--- src/include/tinyrv_defs_defs.svh ---
//----------------------------------------------------------------------
// TinyRV dispatch parameters
// Pipe count, per-pipe op capability masks, tag width and MUL latency
//----------------------------------------------------------------------

`ifndef TINYRV_DEFS_DEFS_SVH
`define TINYRV_DEFS_DEFS_SVH

// Number of execute pipes behind the router
`define NUM_PIPES 3

// Capability masks, bit index is the rv_uop value
// Bit order: BNE JALR JAL SW LW MUL ADD
// Pipe 0 handles ADD, JAL, JALR, BNE
`define PIPE0_OPS 7'b1110001
// Pipe 1 handles ADD and MUL
`define PIPE1_OPS 7'b0000011
// Pipe 2 handles LW and SW
`define PIPE2_OPS 7'b0001100

// Sequence tag width
`define TAG_W 8

// Cycles a MUL keeps its pipe busy; all other ops take one
`define MUL_LATENCY 3

`endif
--- src/logic/tinyrv_pkg.sv ---
//----------------------------------------------------------------------
// TinyRV dispatch types
// Micro-op and major opcode encodings, op capability mask type
//----------------------------------------------------------------------

package tinyrv_pkg;

  // Micro-ops of the TinyRV1 subset
  // Encoding doubles as the bit index into rv_op_vec
  typedef enum logic [2:0] {
    OP_ADD  = 3'd0,
    OP_MUL  = 3'd1,
    OP_LW   = 3'd2,
    OP_SW   = 3'd3,
    OP_JAL  = 3'd4,
    OP_JALR = 3'd5,
    OP_BNE  = 3'd6
  } rv_uop;

  // One bit per micro-op
  typedef logic [6:0] rv_op_vec;

  // RV32 major opcodes, inst[6:0]
  typedef enum logic [6:0] {
    OPC_OP     = 7'b0110011,
    OPC_LOAD   = 7'b0000011,
    OPC_STORE  = 7'b0100011,
    OPC_JAL    = 7'b1101111,
    OPC_JALR   = 7'b1100111,
    OPC_BRANCH = 7'b1100011
  } rv_opcode;

endpackage

--- src/logic/dx_intf.sv ---
//----------------------------------------------------------------------
// Decode-to-execute link
// One micro-op with its sequence tag over a val/rdy handshake
//----------------------------------------------------------------------

`include "tinyrv_defs_defs.svh"

interface dx_intf;

  // Sender side
  logic              val;
  tinyrv_pkg::rv_uop uop;
  logic [`TAG_W-1:0] tag;

  // Receiver side
  logic              rdy;

  // Transfer on a rising edge with val and rdy both high
  modport d_intf (output val, output uop, output tag, input rdy);

  modport x_intf (input val, input uop, input tag, output rdy);

endinterface

--- src/logic/tinyrv_dispatch_top.sv ---
//----------------------------------------------------------------------
// TinyRV dispatch top level
// Decoder feeding the router, router feeding the execute pipes
//----------------------------------------------------------------------

`include "tinyrv_defs_defs.svh"

module tinyrv_dispatch_top (
  input  logic                             clk,
  input  logic                             rst_n,
  input  logic [31:0]                      inst,
  input  logic [`TAG_W-1:0]                inst_tag,
  input  logic                             inst_val,
  output logic                             inst_rdy,
  output logic [`NUM_PIPES-1:0]            cmpl_val,
  output logic [`NUM_PIPES-1:0][`TAG_W-1:0] cmpl_tag,
  output tinyrv_pkg::rv_uop                cmpl_uop [`NUM_PIPES],
  output logic                             illegal_val,
  output logic [`TAG_W-1:0]                illegal_tag
);

  // Decode to router
  dx_intf dec_dx ();
  // Router to pipes
  dx_intf pipe_dx [`NUM_PIPES] ();

  inst_decoder decoder_i (
    .clk        (clk),
    .rst_n      (rst_n),
    .inst       (inst),
    .inst_tag   (inst_tag),
    .inst_val   (inst_val),
    .inst_rdy   (inst_rdy),
    .illegal_val(illegal_val),
    .illegal_tag(illegal_tag),
    .dx         (dec_dx)
  );

  inst_router router_i (
    .dx(dec_dx),
    .ex(pipe_dx)
  );

  for (genvar i = 0; i < `NUM_PIPES; i++) begin : g_pipe
    exec_pipe pipe_i (
      .clk     (clk),
      .rst_n   (rst_n),
      .dx      (pipe_dx[i]),
      .cmpl_val(cmpl_val[i]),
      .cmpl_tag(cmpl_tag[i]),
      .cmpl_uop(cmpl_uop[i])
    );
  end

endmodule

--- src/logic/exec_pipe.sv ---
//----------------------------------------------------------------------
// Execute pipe occupancy model
// Holds one micro-op for an op-dependent latency, then pulses completion
//----------------------------------------------------------------------

`include "tinyrv_defs_defs.svh"

module exec_pipe (
  input  logic              clk,
  input  logic              rst_n,
  dx_intf.x_intf            dx,
  output logic              cmpl_val,
  output logic [`TAG_W-1:0] cmpl_tag,
  output tinyrv_pkg::rv_uop cmpl_uop
);

  localparam int CNT_W = $clog2(`MUL_LATENCY + 1);

  // Cycles left until completion, zero when idle
  logic [CNT_W-1:0] cnt;
  logic [CNT_W-1:0] lat;
  logic             accept;

  // MUL holds the pipe longer
  assign lat = (dx.uop == tinyrv_pkg::OP_MUL) ? CNT_W'(`MUL_LATENCY) : CNT_W'(1);

  // Ready again in the completion cycle
  assign dx.rdy = (cnt == '0);
  assign accept = dx.val & dx.rdy;

  //--------------------------------------------------------------------
  // Busy counter and completion pulse
  //--------------------------------------------------------------------

  always_ff @(posedge clk or negedge rst_n) begin
    if (!rst_n) begin
      cnt      <= '0;
      cmpl_val <= 1'b0;
    end else begin
      if (accept) begin
        cnt <= lat;
      end else if (cnt != '0) begin
        cnt <= cnt - CNT_W'(1);
      end
      // Last busy cycle leads into the pulse
      cmpl_val <= (cnt == CNT_W'(1));
    end
  end

  // Tag and uop held through the completion cycle
  always_ff @(posedge clk) begin
    if (accept) begin
      cmpl_tag <= dx.tag;
      cmpl_uop <= dx.uop;
    end
  end

endmodule

--- src/logic/inst_router.sv ---
//----------------------------------------------------------------------
// Instruction router
// Chain of per-pipe units, sends the micro-op to the lowest ready pipe
// that can run it; purely combinational
//----------------------------------------------------------------------

`include "tinyrv_defs_defs.svh"

//----------------------------------------------------------------------
// One unit per pipe
//----------------------------------------------------------------------

module inst_router_unit #(
  parameter tinyrv_pkg::rv_op_vec op_subset = 7'b1111111
) (
  input  tinyrv_pkg::rv_uop uop,
  input  logic              uop_val,
  input  logic              already_found,
  input  logic              rdy,
  output logic              val,
  output logic              been_found
);

  logic can_run;

  // Capability test against the mask
  always_comb begin
    can_run = 1'b0;
    for (int k = 0; k < $bits(tinyrv_pkg::rv_op_vec); k++) begin
      if (op_subset[k] && uop == tinyrv_pkg::rv_uop'(k)) begin
        can_run = 1'b1;
      end
    end
  end

  // Offer only when no earlier pipe has claimed it
  assign val        = can_run & uop_val & ~already_found;
  // Claimed once a capable pipe is ready
  assign been_found = (can_run & rdy) | already_found;

endmodule

//----------------------------------------------------------------------
// Router
//----------------------------------------------------------------------

module inst_router (
  dx_intf.x_intf dx,
  dx_intf.d_intf ex [`NUM_PIPES]
);

  localparam tinyrv_pkg::rv_op_vec PIPE_OPS [`NUM_PIPES] = '{
    `PIPE0_OPS, `PIPE1_OPS, `PIPE2_OPS
  };

  // Claim chain, entry 0 is the head
  logic [`NUM_PIPES:0] found;

  assign found[0] = 1'b0;

  for (genvar i = 0; i < `NUM_PIPES; i++) begin : g_unit
    inst_router_unit #(
      .op_subset(PIPE_OPS[i])
    ) unit_i (
      .uop          (dx.uop),
      .uop_val      (dx.val),
      .already_found(found[i]),
      .rdy          (ex[i].rdy),
      .val          (ex[i].val),
      .been_found   (found[i+1])
    );

    // Payload fans out to every pipe
    assign ex[i].uop = dx.uop;
    assign ex[i].tag = dx.tag;
  end

  // End of chain set means the lowest offered pipe is ready
  assign dx.rdy = dx.val & found[`NUM_PIPES];

endmodule

--- src/logic/inst_decoder.sv ---
//----------------------------------------------------------------------
// Instruction decoder
// Maps RV32 words onto TinyRV1 micro-ops, one-entry stage register,
// reports and drops illegal words
//----------------------------------------------------------------------

`include "tinyrv_defs_defs.svh"

module inst_decoder (
  input  logic              clk,
  input  logic              rst_n,
  input  logic [31:0]       inst,
  input  logic [`TAG_W-1:0] inst_tag,
  input  logic              inst_val,
  output logic              inst_rdy,
  output logic              illegal_val,
  output logic [`TAG_W-1:0] illegal_tag,
  dx_intf.d_intf            dx
);

  // Instruction fields
  logic [6:0] opcode;
  logic [2:0] funct3;
  logic [6:0] funct7;

  // Decode result
  tinyrv_pkg::rv_uop dec_uop;
  logic              dec_illegal;

  // Stage register
  logic              stg_val;
  tinyrv_pkg::rv_uop stg_uop;
  logic [`TAG_W-1:0] stg_tag;

  logic accept;
  logic leave;

  assign opcode = inst[6:0];
  assign funct3 = inst[14:12];
  assign funct7 = inst[31:25];

  //--------------------------------------------------------------------
  // Field match
  //--------------------------------------------------------------------

  always_comb begin
    dec_uop     = tinyrv_pkg::OP_ADD;
    dec_illegal = 1'b0;
    case (tinyrv_pkg::rv_opcode'(opcode))
      tinyrv_pkg::OPC_OP: begin
        // ADD and MUL share funct3, funct7 tells them apart
        if (funct3 == 3'b000 && funct7 == 7'b0000000) begin
          dec_uop = tinyrv_pkg::OP_ADD;
        end else if (funct3 == 3'b000 && funct7 == 7'b0000001) begin
          dec_uop = tinyrv_pkg::OP_MUL;
        end else begin
          dec_illegal = 1'b1;
        end
      end
      tinyrv_pkg::OPC_LOAD: begin
        dec_uop     = tinyrv_pkg::OP_LW;
        dec_illegal = (funct3 != 3'b010);
      end
      tinyrv_pkg::OPC_STORE: begin
        dec_uop     = tinyrv_pkg::OP_SW;
        dec_illegal = (funct3 != 3'b010);
      end
      tinyrv_pkg::OPC_JAL: begin
        dec_uop = tinyrv_pkg::OP_JAL;
      end
      tinyrv_pkg::OPC_JALR: begin
        dec_uop     = tinyrv_pkg::OP_JALR;
        dec_illegal = (funct3 != 3'b000);
      end
      tinyrv_pkg::OPC_BRANCH: begin
        // Only BNE in this subset
        dec_uop     = tinyrv_pkg::OP_BNE;
        dec_illegal = (funct3 != 3'b001);
      end
      default: begin
        dec_illegal = 1'b1;
      end
    endcase
  end

  //--------------------------------------------------------------------
  // Stage register and handshake
  //--------------------------------------------------------------------

  // Entry leaves when the router finds a ready pipe
  assign leave    = stg_val & dx.rdy;
  // Open when empty or draining this cycle
  assign inst_rdy = ~stg_val | leave;
  assign accept   = inst_val & inst_rdy;

  always_ff @(posedge clk or negedge rst_n) begin
    if (!rst_n) begin
      stg_val     <= 1'b0;
      illegal_val <= 1'b0;
    end else begin
      // Illegal words never occupy the stage
      if (accept) begin
        stg_val <= ~dec_illegal;
      end else if (leave) begin
        stg_val <= 1'b0;
      end
      // One-cycle report per illegal word
      illegal_val <= accept & dec_illegal;
    end
  end

  // Payload
  always_ff @(posedge clk) begin
    if (accept && !dec_illegal) begin
      stg_uop <= dec_uop;
      stg_tag <= inst_tag;
    end
    if (accept && dec_illegal) begin
      illegal_tag <= inst_tag;
    end
  end

  assign dx.val = stg_val;
  assign dx.uop = stg_uop;
  assign dx.tag = stg_tag;

endmodule

--- config.mk ---
export PLATFORM = sky130hd
export DESIGN_NAME = tinyrv_dispatch_top
export DESIGN_NICKNAME = d
export VERILOG_FILES = /design/src/logic/tinyrv_pkg.sv /design/src/logic/dx_intf.sv /design/src/logic/tinyrv_dispatch_top.sv /design/src/logic/exec_pipe.sv /design/src/logic/inst_router.sv /design/src/logic/inst_decoder.sv
export VERILOG_INCLUDE_DIRS = /design/src /design/src/include
export SDC_FILE = /design/constraint.sdc
export NUM_CORES = 1
export LEC_CHECK = 0
export BUFFER_PORTS_ARGS = -buffer_cell sky130_fd_sc_hd__buf_4
export CELL_PAD_IN_SITES_DETAIL_PLACEMENT = 2
export CELL_PAD_IN_SITES_GLOBAL_PLACEMENT = 2
export CORE_MARGIN = 3
export CORE_UTILIZATION = 35
export DETAILED_ROUTE_END_ITERATION = 16
export GPL_TIMING_DRIVEN = 0
export PLACE_DENSITY_LB_ADDON = 0.1
export SYNTH_ARGS = -nofsm -noshare
export SYNTH_HDL_FRONTEND = slang
export SYNTH_SLANG_ARGS = --single-unit
export TNS_END_PERCENT = 20
--- constraint.sdc ---
create_clock -name clk -period 7.8 [get_ports clk]
set_input_delay 1.56 -clock clk [delete_from_list [all_inputs] [get_ports clk]]
set_output_delay 1.56 -clock clk [all_outputs]
set_load 0.05 [all_outputs]
# --- Word-level counts from Yosys, hierarchy flattened ---
# Index checks and enable logic that the tools add are counted.
classes:
  add_sub_neg: 3
  n_eq_ne: 18
  mux: 22
  n_bitwise: 22
  n_reduce_logical: 20
ops:
  columns: ["op", "n"]
  rows:
  - ["$eq A7 B7 Y1 const B", 3]
  - ["$pmux W3 S6", 1]
  - ["$and A1 B1 Y1", 15]
  - ["$eq A7 B6 Y1 const B", 2]
  - ["$mux W2", 7]
  - ["$reduce_bool A2 Y1", 7]
  - ["$mux W1", 12]
  - ["$eq A3 B3 Y1 const B", 3]
  - ["$eq A7 B1 Y1 const B", 1]
  - ["$eq A7 B2 Y1 const B", 1]
  - ["$logic_not A7 Y1", 1]
  - ["$eq A2 B1 Y1 const B", 3]
  - ["$eq A3 B2 Y1 const B", 2]
  - ["$logic_not A2 Y1", 3]
  - ["$logic_not A3 Y1", 2]
  - ["$sub A2 B1 Y2 const B", 3]
  - ["$pmux W1 S5", 1]
  - ["$logic_and A1 B1 Y1", 4]
  - ["$not A1 Y1", 4]
  - ["$eq A3 B1 Y1 const B", 1]
  - ["$mux W3", 1]
  - ["$ne A3 B1 Y1 const B", 1]
  - ["$ne A3 B2 Y1 const B", 1]
  - ["$or A1 B1 Y1", 3]
  - ["3 further kinds", 3]
totals:
  regBits: 63
  inputBits: 43
  output_inout_bits: 46
  word_cells: 102

# --- Longest topological paths before layout ---
# Gate-level depths: netlist of run 1.
logic_depth:
  word_depth: 13
  mapped_depth: 7
  ltp_nobuf: 7

# --- Hierarchy ---
# From an unflattened synthesis of run 1, not the netlist that was laid out.
hier_totals:
  cells_unflattened: 183
  hier_area_um2: 2717.6
by_module_without_submodules:
  columns: ["module", "n_inst", "cells_each", "area_each_um2", "seq_area_each_um2"]
  rows:
  - ["exec_pipe", 3, 28, 509.2, 405.4]
  - ["inst_decoder", 1, 53, 842.1, 620.6]
  - ["inst_router", 1, 35, 257.7, 0.0]
  - ["inst_router_unit (router_i.g_unit[0].unit_i)", 1, 5, 38.8, 0.0]
  - ["inst_router_unit (router_i.g_unit[1].unit_i)", 1, 3, 26.3, 0.0]
  - ["inst_router_unit (router_i.g_unit[2].unit_i)", 1, 3, 25.0, 0.0]

# --- Worst setup path before layout of run 1 ---
# Ideal clock, no wire load.
synth_timing:
  path_kind: "input-to-reg"
  from: "input inst[2]"
  to: "register decoder_i.stg_tag[0] (netlist: decoder_i.dx.tag[0]), enable pin"
  setup_ns: 0.408
  arrival_time_ns: 3.525
  required_time_ns: 7.392
  setup_slack_ns: 3.867
  path_stages: 4
  path_buffers: 0
  cell_sequence: "nand4bb_4 > a211o_1 > o311a_1 > nor4_1"
synth_between:
  elab_chain_len: 5
  elab_cells_between_ends: 10
  cone_classes: "eq/ne (6); mux (1); reduce/logical (3)"
synth_lines:
  columns: ["element", "line_no", "rtl"]
  rows:
  - ["start: declaration", "tinyrv_dispatch_top.sv:11", "input logic [31:0] inst,"]
  - ["$eq A7 B2 Y1 or $eq A7 B6 Y1 (tied branches)", "inst_decoder.sv:49", "case (tinyrv_pkg::rv_opcode'(opcode))"]
  - ["$reduce_or A2 Y1 (no line)", null, null]
  - ["$pmux W1 S5 (*)", "inst_decoder.sv:49", null]
  - ["$logic_not A1 Y1 (*)", "inst_decoder.sv:114", "if (accept && !dec_illegal) begin"]
  - ["$logic_and A1 B1 Y1 (*)", "inst_decoder.sv:114", null]
  - ["end signal: assignment", "inst_decoder.sv:116", "stg_tag <= inst_tag;"]
  - ["end: declaration", "inst_decoder.sv:33", "logic [`TAG_W-1:0] stg_tag;"]
# Every way passes the cells marked *; elsewhere a longest branch is shown, timed or not.
# A chain may end at the register's enable or synchronous reset.

# --- Worst setup path in the final report of run 1 ---
layout_timing:
  from: "register decoder_i.stg_uop[1] (netlist: decoder_i.dx.uop[1])"
  to: "output inst_rdy"
layout_between:
  elab_chain_len: 11
  elab_cells_between_ends: 22
  cone_classes: "eq/ne (6); mux (7); bitwise (8); reduce/logical (1)"
layout_lines:
  columns: ["element", "line_no", "rtl"]
  rows:
  - ["start: declaration", "inst_decoder.sv:32", "tinyrv_pkg::rv_uop stg_uop;"]
  - ["start signal: assignment", "inst_decoder.sv:115", "stg_uop <= dec_uop;"]
  - ["$logic_not A3 Y1", "inst_router.sv:30", "if (op_subset[k] && uop == tinyrv_pkg::rv_uop'(k)) begin"]
  - ["$mux W1 (4 in a row)", "inst_router.sv:30", null]
  - ["$and A1 B1 Y1", "inst_router.sv:39", "assign been_found = (can_run & rdy) | already_found;"]
  - ["$or A1 B1 Y1", "inst_router.sv:39", null]
  - ["$or A1 B1 Y1 (*)", "inst_router.sv:39", null]
  - ["$and A1 B1 Y1 (*)", "inst_router.sv:79", "assign dx.rdy = dx.val & found[`NUM_PIPES];"]
  - ["$and A1 B1 Y1 (*)", "inst_decoder.sv:91", "assign leave = stg_val & dx.rdy;"]
  - ["$or A1 B1 Y1 (*)", "inst_decoder.sv:93", "assign inst_rdy = ~stg_val | leave;"]
  - ["end: declaration", "tinyrv_dispatch_top.sv:14", "output logic inst_rdy,"]
# Marks and branches as above.

==> reports/metrics.csv, run 1 <==
metric,value,unit
syn_area_per_cell,17.7,um2
clkTransAtPathRegs,0.07,ns
final_hold_viol_count,0,
vias,1448,
powerDensity,308,nW/um2
cp.arrival,2.07,ns
cp_common_cell,inv_1,
postCtsHoldBufs,0,
power_frac_comb,0.205,
grt_pass1_vias,1687,
synthMuxAreaShare,0.0308,
synth_simple_gate_area_frac,0.0588,
critPathKind,register to output pin,
p_sw,0.271,mW
synth_top_family_by_area,simple AND/OR/NAND/NOR gates,
grt_max_degree,12,
path_buf_inv,3,
slew_headroom,0.168,
routed_wl,6410,um
ant_nets,0,
p_leak,1.35,nW
p_int,0.728,mW
final_common_cell,buf_4,
drt_pass1_iterations,4,
dieArea,7640,um2
rows,29,
slew_violations,0,
post-route-period-util,0.465,
drtIter0Drc,52,
synth_cell_types,32,
synth_xor_area_frac,0,
gp_congestion,0.737,
ir_drop,138,uV
power_frac_seq,0.417,
tns,0,ns
initial_core_util,0.363,
cp-start-kind,register,
grt_antenna_before_repair,0,
syn_to_final_growth,40.0,%
portBuffers,73,
ctsHtreeMaxLevel,3,
avgViaCountPerCell,4.86,
grtUsageTotal,0.178,
synth-adder-area-share,0.0367,
drive_gt1_frac,0.439,
grt_pass1_wl,9650,um
p_sw_frac,0.271,
skew,0.0140,ns
synth-warning-count,0,
cts_tree,done,
final_cell_mix,"buf_4, edfxtp_1, inv_1, dfrtp_1, clkbuf_8",
ys_ff_latch,63,
status,finished clean,
drc,0,
die_y,87.4,um
cp.required,6.24,ns
critPathSlowestCell,edfxtp_1,
synth_nets,180,
synth_area_leaders,"edfxtp_1, dfrtp_1, ha_1, mux2i_1, inv_1",
path_max_fanout,7,
finalPower,0.999,mW
post_cts.repair.setup_buffers,0,
clockBufferDepth,2,
ys_seq_area_frac,0.792,
syn_inst,131,
rsz0062_at_grt,false,
synth_top_cell_area_share,0.674,
report.final.setup_viol,0,
io_pins,89,
fin_nets,265,
cts.root.buffer_cell,clkbuf_8,
coreArea,6390,um2
synth_compound_area_frac,0.0491,
p_clk_frac,0.379,
synth_top_area_cell,edfxtp_1,
hold_slack,0.489,ns
fp.dieW,87.4,um
antennaDiodeCount,0,
critPathMaxStageDelay,0.52,ns
timing.fmax,276,MHz
cts.sinks,63,
min_period,3.63,ns
overflow,0,
hp-class,register to register,
clock_latency,0.33,ns
worstPathCellList,"inv_1, maj3_1, a21oi_1, inv_1, buf_4",
syn-cell-area,2320,um2
worst_slew_pin_slew,1.24,ns
dp.final_hpwl,4800,um
cts_resized,0,
endpoint_kind,output pin,
drv_cap,0,
cts_buffers,9,
path_delay_family,flip-flops,
avgRoutedWirePerCell,21.5,um
flip-flops by register name, summed over array words and instances (netlist names):
name	cells
g_pipe.pipe_i.cmpl_tag	24
g_pipe.pipe_i.cmpl_uop	9
decoder_i.dx.tag	8
decoder_i.illegal_tag	8
g_pipe.pipe_i.cnt	6
decoder_i.dx.uop	3
g_pipe.pipe_i.cmpl_val	3
decoder_i.dx.val	1
decoder_i.illegal_val	1
final timing paths:
path	start	to	slack (ns)	cells past startpoint
min	decoder_i.dx.tag[2]	g_pipe[0].pipe_i.cmpl_tag[2]	0.49	0
min in group asynchronous	rst_n	g_pipe[2].pipe_i.cnt[0]	1.06	1
max in group asynchronous	rst_n	decoder_i.dx.val	6.58	1
max reg2reg	g_pipe[1].pipe_i.cnt[0]	decoder_i.dx.tag[0]	5.15	7
max	decoder_i.dx.uop[1]	inst_rdy	4.17	5
min reg2reg	decoder_i.dx.tag[2]	g_pipe[0].pipe_i.cmpl_tag[2]	0.49	0
power by group through the flow:
stage	Combinational, mW	Clock (mW)	Sequential, mW
after floorplan	0.113	0	0.440
after global placement	0.184	0	0.418
after detailed placement	0.205	0	0.424
after CTS	0.208	0.384	0.417
after global routing	0.225	0.398	0.421
final	0.204	0.378	0.416
routing by layer:
layer  up-vias  wire length (um)  GRT usage
li1        656                 -          -
met1       722              2450      0.197
met2        63              3530      0.327
met3         7               332     0.0426
met4         0               100     0.0683
met5         -                 0          0
cell usage after synthesis, drive strengths merged:
library cell and n:
nor3 1, a31o 1, o31ai 1, mux2i 6, nor4 2, a21oi 4, and3 2, inv 14
o32ai 1, nor2b 2, or2 1, nand3 1, dfrtp 11, o21ai 2, or3 1, or4 1
o21a 1, edfxtp 52, nand3b 1, nand4bb 1, ha 6, nor2 4, o211ai 1, o211a 1
nand2 3, o311a 1, maj3 1, o22ai 1, mux2 1, a211o 2, buf 3, nand2b 1
cells by family (layout without fill, tap and decap cells):
group / count (synthesis) / in the layout
DFF: 63 / 63
muxes: 7 / 7
and+or+nand+nor: 21 / 21
adders and majority gates: 7 / 7
buffers and inverters: 17 / 107
AOI/OAI and AO/OA: 16 / 16
layout make-up:
type                    count  area [um2]
plain buffers               3        22.5
repair buffers             74         556
inverters                  14        52.6
clock buffers              11         141
well taps                  77        96.3
fillers                   606        3140
multi-input cells          51         413
flip-flops and latches     63        1840
clock inverters             5         129
per-stage QoR:
step,worst slack (ns),instance area [um2],std cells,util
floorplan,3.87,2320,131,-
global placement,2.96,2960,281,0.464
detailed placement,3.82,2980,282,0.466
CTS,4.13,3250,298,0.508
global route,4.04,3250,298,0.508
finish,4.17,3250,298,0.508
(Power assumes the default switching activity.)
==> run 2: changes to the inputs <==
- ABC_AREA: not set -> 1
- CORE_UTILIZATION: 35 -> 28
- clock period: 7.8 -> 2.9 ns (I/O delays scaled with it)
==> reports/metrics.csv, run 2 <==
metric,value,unit,change
ir_drop,266,uV,+92%
synth_cell_types,24,,-25%
placed_area,3030,um2,+1.7%
synth_area_leaders,"edfxtp_1, dfrtp_1, nand2_1, ha_1, inv_1",,
path_buf_inv,1,,-2
cp.arrival,2.26,ns,+0.19 ns
slew_headroom,0.252,,+0.0835
hold_slack,0.0829,ns,-0.406 ns
startpoint,g_pipe[1].pipe_i.cnt[0],,
critPathMaxStageDelay,0.86,ns,+0.34 ns
rsz0062_at_grt,false,,
cp-start-kind,register,,
cts.root.buffer_cell,clkbuf_8,,
dieArea,9530,um2,+25%
syn_to_final_growth,37.8,%,
power_frac_seq,0.452,,+0.035
path_delay_family,compound AO/OA/AOI/OAI gates,,
slew_violations,0,,unchanged
syn-cell-area,2350,um2,+1.4%
p_sw_frac,0.290,,+0.0184
asyncSetResetFlopFracSynth,0.175,,unchanged
synth-warning-count,0,,unchanged
rrSetupSlack,0.58,ns,-4.57 ns
drive_gt1_frac,0.406,,-0.0333
synth_top_area_cell,edfxtp_1,,
largest_reg_flops,24,,unchanged
clock_latency,0.33,ns,about the same
final_cell_mix,"buf_4, edfxtp_1, nand2_1, inv_1, dfrtp_1",,
worst-path-stages,6,,+1
vias,1528,,+5.5%
grt_pass1_vias,1636,,-3.0%
ant_nets,0,,unchanged
drv_cap,0,,unchanged
final_common_cell,buf_4,,
ys_seq_area_frac,0.781,,-0.0110
p_int,1.75,mW,+140%
r2r-end,decoder_i.illegal_tag[2],,
synth.most_common_cell,edfxtp_1,,
clockBufferDepth,2,,unchanged
overflow,0,,unchanged
endpoint,decoder_i.illegal_tag[2],,
min_period,2.32,ns,
ctsHtreeMaxLevel,3,,unchanged
worst_slack,0.582,ns,-3.59 ns
avgViaCountPerCell,4.35,,-10%
synthTopCellsByCount,"edfxtp_1, nand2_1, inv_1, dfrtp_1, nor2_1",,
final_hold_viol_count,0,,unchanged
dp_cells,335,,+19%
synth-edff-count,52,,unchanged
powerDensity,759,nW/um2,+150%
top_regs,"g_pipe.pipe_i.cmpl_tag x24, g_pipe.pipe_i.cmpl_uop x9",,
fin_nets,293,,+11%
dpl_worst_slack,0.223,ns,-3.60 ns
grt_max_degree,13,,+1
endpoint_kind,register,,
fp.dieW,97.6,um,+12%
gp_congestion,0.672,,-8.8%
initial_core_util,0.297,,-0.0665
grt_pass1_wl,8670,um,-10%
cts_buffers,9,,unchanged
die_y,97.6,um,+12%
finish.utilization,0.409,,-0.0998
p_sw,0.712,mW,+160%
worstPathCellList,"inv_1, ha_1, nand2_1, nand4_1, nand2_1, a21oi_1",,
synth_nets,209,,+16%
skew,0.0103,ns,-0.00368 ns
cts_tree,done,,
tns,0,ns,unchanged
io_pins,89,,unchanged
ys_ff_latch,63,,unchanged
avgRoutedWirePerCell,15.3,um,-29%
synthFlopType,edfxtp_1,,
cp.required,2.84,ns,-3.40 ns
drc,0,,unchanged
critPathKind,register to register,,
portBuffers,73,,unchanged
dp.final_hpwl,4130,um,-14%
syn_inst,160,,+22%
regMostFlops,g_pipe.pipe_i.cmpl_tag,,
cp_common_cell,nand2_1,,
cts_resized,0,,unchanged
postCtsHoldBufs,0,,unchanged
report.final.setup_viol,0,,unchanged
p_leak,1.34,nW,-0.47%
grt_antenna_before_repair,0,,unchanged
power_frac_comb,0.221,,+0.016
hp-class,input pin to asynchronous set/reset pin,,
cts.sinks,63,,unchanged
rows,32,,+10%
p_clk_frac,0.327,,-0.052
routed_wl,5360,um,-16%
post_cts.repair.setup_buffers,0,,unchanged
reg2reg_from,g_pipe[1].pipe_i.cnt[0],,
antennaDiodeCount,0,,unchanged
syn_area_per_cell,14.7,um2,-17%
status,finished clean,,
clkTransAtPathRegs,0.07,ns,about the same
finalPower,2.46,mW,+150%
drtIter0Drc,46,,-12%
drt_pass1_iterations,4,,unchanged
path_max_fanout,9,,+2
post-route-cell-area,3240,um2,-0.23%
final_cells,351,,+18%
timing.fmax,431,MHz,
synth_top_cell_area_share,0.664,,-0.00932
post-route-period-util,0.799,,
critPathSlowestCell,a21oi_1,,
worst_slew_pin_slew,1.12,ns,-0.125 ns
coreArea,7930,um2,+24%
grtUsageTotal,0.120,,-0.0584
reg2reg_depth,6,,-1
-- run 2: cell count changes in the layout (fill, tap and decap cells not counted), moves of 2 or more --
cell       before  now
nand2_1         3   25
nand3_1         1    9
mux2i_1         6    0
nor2_1          4   10
inv_1          14   18
inv_2           0    3
a211o_1         2    0
and3_1          2    0
bufinv_16       4    2
nand3_2         0    2
nor2_4          0    2
nor2b_1         2    0
-- run 2: power by group through the flow --
| stage | Clock, mW | Combinational, mW | Sequential (mW) |
|---|---|---|---|
| final | 0.803 | 0.544 | 1.11 |
| after global routing | 0.879 | 0.609 | 1.12 |
| after CTS | 0.834 | 0.557 | 1.11 |
| after detailed placement | 0 | 0.553 | 1.13 |
| after global placement | 0 | 0.537 | 1.13 |
| after floorplan | 0 | 0.304 | 1.20 |
-- run 2: kinds of logic (layout without fill, tap and decap cells) --
group / count (synthesis) / after routing / synth area share
flip-flops: 63 / 63 / 0.781
AO/OA/AOI/OAI: 13 / 13 / 0.0330
AND/OR/NAND/NOR: 54 / 54 / 0.111
adder cells (fa/ha/maj): 6 / 6 / 0.0319
buffers and inverters: 24 / 113 / 0.0431
-- run 2: how the worst min path moves through the flow --
stage | slack (ns) | start | depth (start not counted) | end
final | 0.08 | rst_n | 1 | g_pipe[0].pipe_i.cmpl_val
after global routing | 0.07 | rst_n | 1 | g_pipe[1].pipe_i.cnt[0]
after CTS | 0.07 | rst_n | 1 | g_pipe[1].pipe_i.cnt[0]
after detailed placement | 0.43 | rst_n | 1 | g_pipe[2].pipe_i.cnt[0]
after global placement | 0.43 | rst_n | 1 | g_pipe[2].pipe_i.cnt[0]
after floorplan | 0.28 | rst_n | 0 | decoder_i.dx.val
-- run 2: metal layers --
metal,wire (um),part of all wire,global-route usage,vias up
met2,2660,0.50,0.198,62
met5,0,0,0,-
met1,2260,0.42,0.147,735
met4,122,0.023,0.0671,0
met3,317,0.059,0.0223,10
li1,-,-,-,721
-- run 2: worst reg2reg max path: stages, from the launching register on --
cell and delay (ns):
dfrtp_1 0.38, inv_1 0.10, ha_1 0.25, nand2_1 0.09, nand4_1 0.15, nand2_1 0.09
a21oi_1 0.86
-- run 2: cell type report --
cell class | count | area, um2
Buffer | 3 | 22.5
Clock buffer | 10 | 128
Clock inverter | 6 | 85.1
Fill cell | 854 | 4690
Inverter | 21 | 78.8
Multi-Input combinational cell | 73 | 413
Sequential cell | 63 | 1840
Tap cell | 102 | 128
Timing Repair Buffer | 73 | 548
